==> src/verilog/busTypesPkg.sv <==
// Bus signal bundles: acknowledges, sequencer product terms and registered bus strobes
`default_nettype none

package busTypesPkg;

    // Bus inputs, all active high
    typedef struct packed {
        logic dsack;     // asynchronous acknowledge
        logic sterm;     // synchronous termination
        logic bgrant;
    } busAck_t;

    // One bit per product term, at most one set per state branch
    typedef struct packed {
        logic idleGo;
        logic reqWait;
        logic reqTake;
        logic own;
        logic addr;
        logic dataWait;
        logic dataSync;
        logic dataAsync;
        logic ackSync;
        logic latchMore;
        logic latchDone;
        logic releaseBus;
    } smTerms_t;

    // Registered bus and FIFO strobes
    typedef struct packed {
        logic breq;
        logic bgack;
        logic as;
        logic ds;
        // FIFO word drives the data bus
        logic dataDrive;
        // Bus word is written into the FIFO
        logic latchWord;
        logic incFifo;
        logic decFifo;
        // Single pulse per completed bus cycle
        logic cycleEnd;
    } busCtrl_t;

endpackage

`default_nettype wire

==> src/verilog/dmaTypesPkg.sv <==
// DMA sequencer types: CPU-side bus sequencer states and transfer direction
`default_nettype none

package dmaTypesPkg;

    // CPU-side sequencer states
    // Sparse 5-bit encoding, the next-state bits are built as sums of product terms.
    // Only sIdle has bit 0 set on its own, so a cycle where no term fires lands there
    typedef enum logic [4:0] {
        // Waiting for work
        sIdle    = 5'h01,
        // Bus requested, waiting for grant and the previous master
        sRequest = 5'h02,
        // Bus taken, bgack asserted
        sOwn     = 5'h08,
        // Address strobe phase
        sAddress = 5'h0C,
        // Data strobe phase, waiting for sterm or dsack
        sData    = 5'h14,
        // Extra state to synchronise an asynchronous dsack
        sAckSync = 5'h15,
        // Word latched or driven, FIFO count strobes pulse here
        sLatch   = 5'h1C,
        // Bus handed back
        sRelease = 5'h10
    } cpuState_e;

    // Transfer direction between the CPU bus and the word FIFO
    typedef enum logic {
        // Bus write, words go into the FIFO
        dirCpuToFifo = 1'b0,
        // Bus read, FIFO words are driven onto the bus
        dirFifoToCpu = 1'b1
    } xferDir_e;

endpackage

`default_nettype wire

==> src/verilog/cpuSmOutputs.sv <==
// CPU-side sequencer equations, next state and next strobe values as sums of product terms
`timescale 1ns/1ps
`default_nettype none

module cpuSmOutputs
    import dmaTypesPkg::*;
    import busTypesPkg::*;
(
    input  smTerms_t  terms,
    input  xferDir_e  dir,
    output cpuState_e nextState,
    output busCtrl_t  nextCtrl
);

    // Terms that lead into each state on the next clock
    logic toIdle;
    logic toRequest;
    logic toOwn;
    logic toAddress;
    logic toData;
    logic toAckSync;
    logic toLatch;
    logic toRelease;

    logic       fifoToCpu;
    logic [4:0] stateBits;

    // No term fires in sIdle without work or in an unused encoding,
    // both fall back to sIdle
    assign toIdle    = terms.releaseBus | ~(|terms);
    assign toRequest = terms.idleGo | terms.reqWait;
    assign toOwn     = terms.reqTake;
    assign toAddress = terms.own | terms.latchMore;
    assign toData    = terms.addr | terms.dataWait;
    assign toAckSync = terms.dataAsync;
    assign toLatch   = terms.dataSync | terms.ackSync;
    assign toRelease = terms.latchDone;

    assign fifoToCpu = (dir == dirFifoToCpu);

    // Next-state bits
    //   sIdle    00001   sRequest 00010   sOwn     01000   sAddress 01100
    //   sData    10100   sAckSync 10101   sLatch   11100   sRelease 10000
    assign stateBits[0] = toIdle | toAckSync;
    assign stateBits[1] = toRequest;
    assign stateBits[2] = toAddress | toData | toAckSync | toLatch;
    assign stateBits[3] = toOwn | toAddress | toLatch;
    assign stateBits[4] = toData | toAckSync | toLatch | toRelease;

    assign nextState = cpuState_e'(stateBits);

    // Each strobe is set for the states that own it, so the registered copy
    // lines up with the registered state
    always_comb begin
        nextCtrl.breq = toRequest;

        // Ownership held from sOwn through sLatch
        nextCtrl.bgack = toOwn | toAddress | toData | toAckSync | toLatch;

        nextCtrl.as = toAddress | toData | toAckSync;
        nextCtrl.ds = toData | toAckSync;

        // Read from the FIFO, data is on the bus for the whole strobe window
        nextCtrl.dataDrive = fifoToCpu & (toAddress | toData | toAckSync);

        // Count strobes fire once per word, in sLatch
        nextCtrl.latchWord = ~fifoToCpu & toLatch;
        nextCtrl.incFifo   = ~fifoToCpu & toLatch;
        nextCtrl.decFifo   = fifoToCpu & toLatch;

        nextCtrl.cycleEnd = toLatch;
    end

endmodule

`default_nettype wire

==> src/verilog/cpuSmRegs.sv <==
// CPU-side sequencer registers, state flops and registered bus strobes
`timescale 1ns/1ps
`default_nettype none

module cpuSmRegs
    import dmaTypesPkg::*;
    import busTypesPkg::*;
(
    input  logic      clk,
    input  logic      rstN,
    // From the equations block
    input  cpuState_e nextState,
    input  busCtrl_t  nextCtrl,
    // Current state back to the decoder
    output cpuState_e state,
    // Strobes to the bus and the FIFO counter
    output busCtrl_t  ctrl
);

    // State register, comes out of reset waiting for work
    always_ff @(posedge clk) begin
        if (!rstN) begin
            state <= sIdle;
        end else begin
            state <= nextState;
        end
    end

    // Strobe flops
    // All strobes low in reset, the bus is neither requested nor held
    always_ff @(posedge clk) begin
        if (!rstN) begin
            ctrl <= '0;
        end else begin
            ctrl <= nextCtrl;
        end
    end

endmodule

`default_nettype wire

==> src/verilog/cpuSmTerms.sv <==
// CPU-side sequencer decoder, turns state, request conditions and acknowledges into product terms
`timescale 1ns/1ps
`default_nettype none

module cpuSmTerms
    import dmaTypesPkg::*;
    import busTypesPkg::*;
(
    input  cpuState_e state,
    input  logic      dmaEnable,
    input  xferDir_e  dir,
    input  busAck_t   ack,
    input  logic      cycleDone,
    input  logic      fifoEmpty,
    input  logic      fifoFull,
    output smTerms_t  terms
);

    // One-hot state decode
    logic stIdle;
    logic stRequest;
    logic stOwn;
    logic stAddress;
    logic stData;
    logic stAckSync;
    logic stLatch;
    logic stRelease;

    logic workAvail;
    logic busFree;

    assign stIdle    = (state == sIdle);
    assign stRequest = (state == sRequest);
    assign stOwn     = (state == sOwn);
    assign stAddress = (state == sAddress);
    assign stData    = (state == sData);
    assign stAckSync = (state == sAckSync);
    assign stLatch   = (state == sLatch);
    assign stRelease = (state == sRelease);

    // Room to write or a word to read, flags already reflect the word in flight
    assign workAvail = dmaEnable &
                       (((dir == dirCpuToFifo) & ~fifoFull) |
                        ((dir == dirFifoToCpu) & ~fifoEmpty));

    // Grant alone is not enough, the previous master must be off the bus
    assign busFree = ack.bgrant & cycleDone;

    assign terms.idleGo     = stIdle & workAvail;
    assign terms.reqWait    = stRequest & ~busFree;
    assign terms.reqTake    = stRequest & busFree;
    assign terms.own        = stOwn;
    assign terms.addr       = stAddress;
    assign terms.dataWait   = stData & ~ack.sterm & ~ack.dsack;
    // sterm wins over dsack when both arrive together
    assign terms.dataSync   = stData & ack.sterm;
    assign terms.dataAsync  = stData & ack.dsack & ~ack.sterm;
    assign terms.ackSync    = stAckSync;
    assign terms.latchMore  = stLatch & workAvail;
    assign terms.latchDone  = stLatch & ~workAvail;
    assign terms.releaseBus = stRelease;

endmodule

`default_nettype wire

==> src/verilog/dmaCpuPort.sv <==
// DMA CPU-side port, bus sequencer chain plus FIFO word counter
`timescale 1ns/1ps
`default_nettype none

module dmaCpuPort
    import dmaTypesPkg::*;
    import busTypesPkg::*;
#(
    parameter int fifoDepth = 8
) (
    input  logic                             clk,
    input  logic                             rstN,
    input  logic                             dmaEnable,
    input  xferDir_e                         dir,
    input  busAck_t                          ack,
    input  logic                             cycleDone,
    // SCSI side of the FIFO
    input  logic                             scsiPut,
    input  logic                             scsiTake,
    output busCtrl_t                         ctrl,
    output logic [$clog2(fifoDepth + 1)-1:0] fifoCount
);

    cpuState_e state;
    cpuState_e nextState;
    smTerms_t  terms;
    busCtrl_t  nextCtrl;
    logic      fifoEmpty;
    logic      fifoFull;

    cpuSmTerms i_cpuSmTerms (
        .state     (state),
        .dmaEnable (dmaEnable),
        .dir       (dir),
        .ack       (ack),
        .cycleDone (cycleDone),
        .fifoEmpty (fifoEmpty),
        .fifoFull  (fifoFull),
        .terms     (terms)
    );

    cpuSmOutputs i_cpuSmOutputs (
        .terms     (terms),
        .dir       (dir),
        .nextState (nextState),
        .nextCtrl  (nextCtrl)
    );

    cpuSmRegs i_cpuSmRegs (
        .clk       (clk),
        .rstN      (rstN),
        .nextState (nextState),
        .nextCtrl  (nextCtrl),
        .state     (state),
        .ctrl      (ctrl)
    );

    // Counter is fed by the registered count strobes
    fifoWordCounter #(
        .fifoDepth (fifoDepth)
    ) i_fifoWordCounter (
        .clk       (clk),
        .rstN      (rstN),
        .incFifo   (ctrl.incFifo),
        .decFifo   (ctrl.decFifo),
        .scsiPut   (scsiPut),
        .scsiTake  (scsiTake),
        .fifoCount (fifoCount),
        .fifoEmpty (fifoEmpty),
        .fifoFull  (fifoFull)
    );

endmodule

`default_nettype wire

==> src/verilog/fifoWordCounter.sv <==
// FIFO word counter, net step from CPU-side and SCSI-side strobes with look-ahead flags
`timescale 1ns/1ps
`default_nettype none

module fifoWordCounter #(
    parameter int fifoDepth = 8
) (
    input  logic                             clk,
    input  logic                             rstN,
    input  logic                             incFifo,
    input  logic                             decFifo,
    input  logic                             scsiPut,
    input  logic                             scsiTake,
    output logic [$clog2(fifoDepth + 1)-1:0] fifoCount,
    // Flags describe the count after this clock
    output logic                             fifoEmpty,
    output logic                             fifoFull
);

    localparam int countW = $clog2(fifoDepth + 1);

    logic [1:0]        puts;
    logic [1:0]        takes;
    logic [countW+1:0] raised;
    logic [countW+1:0] settled;
    logic [countW-1:0] nextCount;

    // Up to two words in and two out per clock
    assign puts  = {1'b0, incFifo} + {1'b0, scsiPut};
    assign takes = {1'b0, decFifo} + {1'b0, scsiTake};

    assign raised  = {2'b00, fifoCount} + {{countW{1'b0}}, puts};
    assign settled = raised - {{countW{1'b0}}, takes};

    // Saturate at both ends
    always_comb begin
        if (raised < {{countW{1'b0}}, takes}) begin
            nextCount = '0;
        end else if (settled > (countW + 2)'(fifoDepth)) begin
            nextCount = countW'(fifoDepth);
        end else begin
            nextCount = settled[countW-1:0];
        end
    end

    always_ff @(posedge clk) begin
        if (!rstN) begin
            fifoCount <= '0;
        end else begin
            fifoCount <= nextCount;
        end
    end

    // Sequencer in sLatch sees the count with its own word already applied
    assign fifoEmpty = (nextCount == '0);
    assign fifoFull  = (nextCount == countW'(fifoDepth));

endmodule

`default_nettype wire
==> config.mk <==
export PLATFORM = sky130hd
export DESIGN_NAME = dmaCpuPort
export DESIGN_NICKNAME = d
export VERILOG_FILES = /design/src/verilog/busTypesPkg.sv /design/src/verilog/dmaTypesPkg.sv /design/src/verilog/cpuSmOutputs.sv /design/src/verilog/cpuSmRegs.sv /design/src/verilog/cpuSmTerms.sv /design/src/verilog/dmaCpuPort.sv /design/src/verilog/fifoWordCounter.sv
export SDC_FILE = /design/constraint.sdc
export NUM_CORES = 1
export LEC_CHECK = 0
export ABC_AREA = 0
export BUFFER_PORTS_ARGS = -buffer_cell sky130_fd_sc_hd__buf_4
export CORE_MARGIN = 2
export CORE_UTILIZATION = 25
export DETAILED_ROUTE_END_ITERATION = 16
export GPL_ROUTABILITY_DRIVEN = 0
export SLEW_MARGIN = 40
export SYNTH_ARGS = -nofsm -noshare
export SYNTH_HDL_FRONTEND = slang
export SYNTH_HIERARCHICAL = 1
export SYNTH_SLANG_ARGS = --single-unit
==> constraint.sdc <==
create_clock -name clk -period 4.4 [get_ports clk]
set_input_delay 1.32 -clock clk [delete_from_list [all_inputs] [get_ports clk]]
set_output_delay 1.32 -clock clk [all_outputs]
set_load 0.01 [all_outputs]
* Word-level counts from Yosys, hierarchy flattened *
Index checks and enable logic that the tools add are counted.

cells by class
  reductions and logical operators = 2
  multiplexer cells = 2
  magnitude comparators = 2
  equality and inequality tests = 9
  bitwise operators = 43
  add/subtract/negate cells = 4

operators with widths
  cell                                                 count
  == test 5 bit (second input constant)                4
  bitwise OR 1 bit                                     18
  AND 1 bit                                            17
  OR reduction 12 bit                                  1
  == test 5 x 4 -> 1 bit (second input constant)       2
  2-to-1 mux 4 bit                                     2
  NOT 1 bit                                            8
  > comparator 6 x 4 -> 1 bit (second input constant)  1
  < comparator 6 x 2 -> 1 bit                          1
  subtractor 6 x 2 -> 6 bit                            1
  adder 4 x 2 -> 5 bit                                 1
  == test 5 x 1 -> 1 bit (second input constant)       1
  == test 5 x 2 -> 1 bit (second input constant)       1
  adder 1 x 1 -> 2 bit                                 2
  == test 4 bit (second input constant)                1
  logical NOT 4 bit                                    1

word-level totals
  output and inout port bits = 13
  register bits after elaboration = 17
  input port bits = 10
  word-level logic and storage cells = 72

* Longest topological paths before layout *
Gate-level depths: netlist of run 1.

  depth after elaboration = 17
  depth in mapped cells = 16
  depth with buffers taken out = 14

* Cells and area by module *
The synthesis of run 1 kept the hierarchy.

modules (own cells, without submodules)
  module           area an instance (µm²)  instances  cells an instance  seq. area each (µm²)
  fifoWordCounter  451.7                   1          50                 80.1
  cpuSmRegs        390.4                   1          29                 280.3
  cpuSmTerms       187.7                   1          29                 0.0
  cpuSmOutputs     133.9                   1          23                 0.0

* Worst setup path before layout of run 1 *
Ideal clock, no wire load.

  path kind = input to register
  start point = in scsiPut
  end point = reg i_cpuSmRegs.state[0]
  slack = -23 ps
  arrival = 4,306 ps
  cell stages on the path = 12
  path buffers = 1
  cells stage by stage = fa_1 ha_1 fa_1 clkbuf_1 or2_2 a311oi_1 a311oi_1 mux2i_1 nor4b_1 nor3_1 a41o_1 nand2b_1

RTL lines
  item                  line              text
  start, declared       dmaCpuPort.sv:18  input logic scsiPut,
  end signal, assigned  cpuSmRegs.sv:23   state <= sIdle;
  end signal, assigned  cpuSmRegs.sv:25   state <= nextState;
  end, declared         cpuSmRegs.sv:15   output cpuState_e state,

==> out/qor.yml, run 1 <==
clock_network:
  numCtsBuffers: 3
  cts_sinks: 18
  clockBufferDepth: 2
  cts_tree: "built"
  hold_buffers: 0
  cts_root_buf: "clkbuf_8"
  clk_pin_slew_ns: 0.07
  htreeDepth: 1
  insertion_delay_ns: 0.26
yosys:
  syn_nets: 147
  ys_types: 44
  synth_top_area_share: 0.310
  synth.most_common_cell: "dfxtp_1"
  synth_edf_count: 0
  synthesis.area_um2: 1160
  yosys.area.top_type: "dfxtp_1"
  yosys_warnings: 6
  synthCells: 131
  synth_flop_cell: "dfxtp_1"
  syn_area_per_cell_um2: 8.88
  synth_common_cells: "18 x dfxtp_1, 10 x inv_1, 9 x and2_2"
  ys_seq_area_frac: 0.310
  async_flop_share: 0
  ys_top_cells_by_area: "dfxtp_1 31%, and2_2 5.8%, buf_4 5.2%"
  ys_ff_latch: 18
worst_setup_path:
  end_kind: "register"
  reg2reg_depth: 11
  crit_path_start_kind: "input pin"
  worstPathMaxFanout: 4
  worstSetupPathType: "input pin to register"
  worstPathArrival_ns: 4.32
  critPathRequiredTime_ns: 4.55
sta:
  period_minus_slack_ns: 4.17
  finalHoldViolCount: 0
  rsz0062_at_grt: "no"
  setup_viol: 0
  period_share: 0.948
  skew_ns: 0.00442
  worstMarginPinSlew_ns: 0.572
  maxSlewHeadroom: 0.615
  slew_violations: 0
  max_freq_mhz: 240
global_route:
  antenna_found_initial: 0
  globalRouteTotalUtil: 0.0956
  grt_pass1_vias: 854
  gr-total-overflow: 0
  grt_max_degree: 17
  grt_pass1_wl_um: 3810
hold_path:
  holdPathStages: 3
  hold_path.class: "register to register"
route:
  drt_iter0_drc: 23
  drcViolationCount: 0
  ant_nets: 0
  viasPerCell: 4.61
  wl_per_cell_um: 11.4
  first_pass_iters: 4
  routed_wl_um: 2300
  vias: 931
place:
  port_buffers: 22
  placed_cells: 198
  dp_hpwl_um: 1750
final_layout:
  syn_to_final_growth_pct: 21.8
  layout-drive-gt1-share: 0.333
  n_fill_cell: 451
  final-seq-area_um2: 360
  finish.utilization: 0.321
  instances_no_fill: 202
  multi_input_area_um2: 697
  insertedDiodeCount: 0
  final_nets: 167
floorplan:
  die_y_um: 72.2
  fp.dieW_um: 72.2
  start_util: 0.264
  fp.coreArea_um2: 4410
  die-area_um2: 5220
  row_count: 24
  boundaryPins: 23
outcome:
  outcome: "finished, final reports clean"
run:
  drv_cap: 0
power_and_ir_drop:
  vdd_drop_max_uv: 137
  power.leakage_nw: 0.650
  p_per_area_nw_per_um2: 528
## kinds of logic after synthesis
group,Yosys count,share of synthesized area
compound gates,15,0.123
xor+xnor,4,0.0366
fa+ha+maj,6,0.0774
buf+inv,22,0.103
flops,18,0.310
mux,1,0.00860
simple gates,65,0.342
## what timing repair did
| item | CTS | global route |
|---|---|---|
| setup endpoints to repair | 0 | 1 |
| buffers inserted | 0 | 0 |
| resized for setup | 0 | 1 |
## critical path: stages
cell and delay (ns):
buf_4 0.11, fa_1 0.43, ha_1 0.33, fa_1 0.48, or2_2 0.32, a311oi_1 0.27
a311oi_1 0.08, mux2i_1 0.21, nor4b_2 0.29, nor3_1 0.12, a41o_1 0.23, nand2b_1 0.13
## state kept, by name, summed over array words and instances, names as in the netlist
name                         flops
i_fifoWordCounter/fifoCount      4
i_cpuSmRegs/ctrl                 9
i_cpuSmRegs/state                5
## metrics by stage
| stage | hold slack (ns) | setup slack (ns) | total power [mW] | setup TNS (ns) | cell area (um^2) |
|---|---|---|---|---|---|
| 4_1_cts | 0.711 | 0.229 | 0.750 | 0 | 1410 |
| 3_3_place_gp | 0.690 | 0.0276 | 0.605 | 0 | 1360 |
| 3_5_place_dp | 0.700 | -0.0387 | 0.606 | -0.0611 | 1360 |
| 6_report | 0.698 | 0.228 | 0.748 | 0 | 1420 |
| 5_1_grt | 0.736 | 0.0337 | 0.807 | 0 | 1420 |
| 2_1_floorplan | 0.709 | 0.0655 | 0.504 | 0 | 1170 |
## power breakdown
group / leakage (nW) / switching (mW) / internal, mW
logic: 0.475 / 0.177 / 0.202
clock network: 0.0288 / 0.0586 / 0.0796
registers: 0.146 / 0.0405 / 0.191
## cells in the final DEF (no fill, tap or decap), drive strengths merged, types with 2 or more instances in the layout
cell type | Yosys | final
or2 | 3 | 3
fa | 2 | 2
inv | 10 | 10
nand2 | 8 | 8
a21boi | 2 | 2
buf | 9 | 27
nand3b | 3 | 3
nand3 | 4 | 4
nor4 | 5 | 5
nor3 | 9 | 9
nor2 | 6 | 6
ha | 4 | 4
dfxtp | 18 | 18
and2 | 15 | 15
and4 | 2 | 2
xnor2 | 3 | 3
clkbuf | 3 | 4
nand2b | 4 | 4
a311oi | 2 | 2
## cell type report
class / count / area share
flip-flops and latches: 18 / 0.254
clock buffers: 4 / 0.0388
inverters: 10 / 0.0265
well taps: 52 / 0.0459
repair buffers: 27 / 0.143
multi-input cells: 91 / 0.492
## worst paths after layout
path	start	endpoint	slack (ns)
setup / recovery	scsiPut	i_cpuSmRegs/state[0]$_SDFF_PN1_	0.23
hold reg to reg	i_cpuSmRegs/ctrl[1]$_SDFF_PN0_	i_fifoWordCounter/fifoCount[0]$_SDFF_PN0_	0.70
setup reg to reg	i_fifoWordCounter/fifoCount[0]$_SDFF_PN0_	i_cpuSmRegs/state[0]$_SDFF_PN1_	1.10
hold / removal	i_cpuSmRegs/ctrl[1]$_SDFF_PN0_	i_fifoWordCounter/fifoCount[0]$_SDFF_PN0_	0.70
## layer usage
| layer | vias to the layer above | part of all wire | GRT usage |
|---|---|---|---|
| li1 | 484 | - | - |
| met3 | 4 | 0.059 | 0.0236 |
| met4 | 0 | 0.018 | 0.0566 |
| met2 | 24 | 0.45 | 0.146 |
| met5 | - | 0 | 0 |
| met1 | 419 | 0.48 | 0.122 |
Note: power is estimated with default switching activity, not from simulation.
==> inputs of run 2 (changes only) <==
ABC_AREA = 1   (was 0)
==> out/qor.yml, run 2 <==
worst_setup_path:
  crit_slowest_cell: "fa_1"  # unchanged
  end_kind: "register"  # unchanged
  startpoint: "scsiPut"  # unchanged
  cp_cell_sequence: "buf_4 -> fa_1 -> ha_1 -> fa_1 -> inv_1 -> nand3_2 -> nor2_1 -> nand2_1 -> a21oi_2 -> nand2_1 -> inv_1 -> nand2_1 -> nand3_1 -> nor2_1 -> or2_4 -> nor2_2 -> nand2_1 -> nand2_1 -> inv_1 -> nand2_1"  # was buf_4 -> fa_1 -> ha_1 -> fa_1 -> or2_2 -> a311oi_1 -> a311oi_1 -> mux2i_1 -> nor4b_2 -> nor3_1 -> a41o_1 -> nand2b_1
  reg2reg_from: "i_fifoWordCounter/fifoCount[0]$_SDFF_PN0_"  # unchanged
  worstPathMaxFanout: 4  # unchanged
  worstSetupPathType: "input pin to register"  # unchanged
  cpPeakStageDelay_ns: 0.48  # about the same
  crit_family: "adder cells"  # unchanged
  critPathRequiredTime_ns: 4.60  # was 4.55 ns
  worstPathArrival_ns: 4.16  # was 4.32 ns
  crit_top_cell: "nand2_1"
  cp_num_buf_inv: 4  # was 1
  ff2ff_setup_slack_ns: 1.31  # was 1.10 ns
  crit_path_start_kind: "input pin"  # unchanged
sta:
  max_freq_mhz: 252  # was 240 MHz
  period_minus_slack_ns: 3.96  # was 4.17 ns
  maxSlewHeadroom: 0.774  # was 0.615
  slew_violations: 0  # unchanged
  setup-tns-final_ns: 0  # unchanged
  rsz0062_at_grt: "no"  # unchanged
  period_share: 0.900  # was 0.948
  skew_ns: 0.00477  # was 0.00442 ns
  worstMarginPinSlew_ns: 0.336  # was 0.572 ns
  setup_viol: 0  # unchanged
  finalHoldViolCount: 0  # unchanged
route:
  met1_length_um: 1070  # was 1100 um
  wl_met2_um: 1060  # was 1030 um
  routed_wl_um: 2290  # was 2300 um
  drt_iter0_drc: 33  # was 23
  first_pass_iters: 4  # unchanged
  vias: 1063  # was 931
  wl_met3_um: 132  # was 135 um
  viasPerCell: 4.07  # was 4.61
  wl_per_cell_um: 8.76  # was 11.4 um
  ant_nets: 0  # unchanged
  maxUsedRoutingLayer: "met4"  # unchanged
  drcViolationCount: 0  # unchanged
clock_network:
  numCtsBuffers: 3  # unchanged
  cts_root_buf: "clkbuf_8"  # unchanged
  clockBufferDepth: 2  # unchanged
  htreeDepth: 1  # unchanged
  post_cts_buffers: 0  # unchanged
  clk_pin_slew_ns: 0.07  # about the same
  cts_sinks: 18  # unchanged
  hold_buffers: 0  # unchanged
  insertion_delay_ns: 0.25  # was 0.26 ns
  cts_tree: "built"  # unchanged
  post_cts_resized: 0  # unchanged
global_route:
  globalRouteTotalUtil: 0.0980  # was 0.0956
  grt_max_degree: 18  # was 17
  grt_pass1_vias: 985  # was 854
  gr-total-overflow: 0  # unchanged
  antenna_found_initial: 0  # unchanged
  grt_pass1_wl_um: 4080  # was 3810 um
final_layout:
  final_common_cell: "nand2_1"  # was buf_4
  largest_register: "i_cpuSmRegs/ctrl"  # unchanged
  top_regs: "i_cpuSmRegs/ctrl (9), i_cpuSmRegs/state (5), i_fifoWordCounter/fifoCount (4)"  # unchanged
  layout-drive-gt1-share: 0.217  # was 0.333
  final_nets: 224  # was 167
  largest_register_ffs: 9  # unchanged
  mostFrequentLayoutCells: "51 x nand2_1, 45 x inv_1, 25 x nor2_1, 22 x buf_4, 18 x dfxtp_1"  # was 27 x buf_4, 18 x dfxtp_1, 10 x inv_1, 9 x and2_2
  insertedDiodeCount: 0  # unchanged
  syn_to_final_growth_pct: 17.8  # was 21.8%
  n_fill_cell: 533  # was 451
floorplan:
  die_y_um: 73.7  # was 72.2 um
  row_count: 25  # was 24
  start_util: 0.259  # was 0.264
  fp.coreArea_um2: 4690  # was 4410 um^2
  fp.dieW_um: 73.7  # was 72.2 um
  boundaryPins: 23  # unchanged
  die-area_um2: 5430  # was 5220 um^2
yosys:
  synth_edf_count: 0  # unchanged
  ys_types: 18  # was 44
  synth_common_cells: "51 x nand2_1, 45 x inv_1, 25 x nor2_1"  # was 18 x dfxtp_1, 10 x inv_1, 9 x and2_2
  synthCells: 190  # was 131
  ys_seq_area_frac: 0.297  # was 0.310
  synth_top_area_share: 0.297  # was 0.310
  async_flop_share: 0  # unchanged
  syn_area_per_cell_um2: 6.39  # was 8.88 um^2
  synth_flop_cell: "dfxtp_1"  # unchanged
  synth.most_common_cell: "nand2_1"  # was dfxtp_1
  syn_nets: 206  # was 147
  ys_ff_latch: 18  # unchanged
  synthesis.area_um2: 1210  # was 1160 um^2
  ys_top_cells_by_area: "dfxtp_1 30%, nand2_1 16%, inv_1 14%"  # was dfxtp_1 31%, and2_2 5.8%, buf_4 5.2%
  yosys.area.top_type: "dfxtp_1"  # unchanged
  yosys_warnings: 6  # unchanged
power_and_ir_drop:
  pwr-share-comb: 0.497  # was 0.506
  p_per_area_nw_per_um2: 493  # was 528 nW/um^2
  p_total_uw: 706  # was 748 uW
  p_int_uw: 417  # was 472 uW
  seq_power_share: 0.314  # was 0.309
  vdd_drop_max_uv: 149  # was 137 uV
  pwr-share-clk: 0.189  # was 0.185
  sw_frac_of_total: 0.409  # was 0.369
  p_switching_uw: 289  # was 276 uW
  power.leakage_nw: 0.870  # was 0.650 nW
hold_path:
  min-delay-start: "i_cpuSmRegs/ctrl[1]$_SDFF_PN0_"  # unchanged
  hold_path.class: "register to register"  # unchanged
place:
  port_buffers: 22  # unchanged
  dp_hpwl_um: 1910  # was 1750 um
run:
  drv_cap: 0  # unchanged
outcome:
  outcome: "finished, final reports clean"  # unchanged
run 2: cell count changes after synthesis, sizes merged, moves of 3 or more:
| cell | before | now |
|---|---|---|
| xnor2 | 3 | 0 |
| inv | 10 | 47 |
| nor2 | 6 | 34 |
| nand3b | 3 | 0 |
| nand2b | 4 | 0 |
| clkbuf | 3 | 0 |
| nor4 | 5 | 0 |
| nor3 | 9 | 2 |
| nand2 | 8 | 54 |
| and2 | 15 | 0 |
| nand4 | 1 | 6 |
| nand3 | 4 | 12 |
run 2: metrics by stage:
step	hold WS (ns)	setup WS, ns	utilization	instances	instance area [um^2]
after global routing	0.727	0.112	0.305	261	1430
after global placement	0.687	0.186	0.293	257	1380
after detailed placement	0.690	0.146	0.293	257	1380
after CTS	0.700	0.424	0.305	261	1430
after floorplan	0.702	0.511	-	190	1210
final	0.686	0.438	0.305	261	1430
run 2: power groups by stage:
stage	clock network, mW	logic (mW)	registers, mW
4_1_cts	0.141	0.355	0.222
5_1_grt	0.148	0.416	0.226
3_5_place_dp	0	0.353	0.224
2_1_floorplan	0	0.281	0.227
6_report	0.134	0.351	0.221
3_3_place_gp	0	0.347	0.224
run 2: worst paths after layout:
check	endpoint	depth (start not counted)
hold / removal	i_fifoWordCounter/fifoCount[0]$_SDFF_PN0_	3
hold reg to reg	i_fifoWordCounter/fifoCount[0]$_SDFF_PN0_	3
setup reg to reg	i_cpuSmRegs/state[0]$_SDFF_PN1_	19
setup / recovery	i_cpuSmRegs/state[0]$_SDFF_PN1_	20
run 2: cell families (layout without fill, tap and decap cells):
logic type,Yosys count,in the layout,synth area share
AOI/OAI and AO/OA,1,1,0.00722
adders and majority gates,6,6,0.0742
buffers and inverters,56,73,0.204
DFF,18,18,0.297
and+or+nand+nor,109,109,0.418
run 2: final cells by class:
type	instances	area (um^2)	area share
clock buffers	4	55.1	0.0385
inverters	47	176	0.123
multi-input cells	116	606	0.423
flip-flops and latches	18	360	0.252
well taps	54	67.6	0.0472
repair buffers	22	165	0.115
run 2: worst reg2reg max path, delay by kind of cell, from the launching register on:
kind | cells | cell delay [ns]
buf+inv | 3 | 0.18
flops | 1 | 0.33
simple gates | 12 | 1.08
fa+ha+maj | 3 | 1.26
compound gates | 1 | 0.19
run 2: layer usage:
layer,GRT usage,vias up
met1,0.114,450
met2,0.172,24
met4,0.0303,0
met5,0,-
li1,-,586
met3,0.0288,3
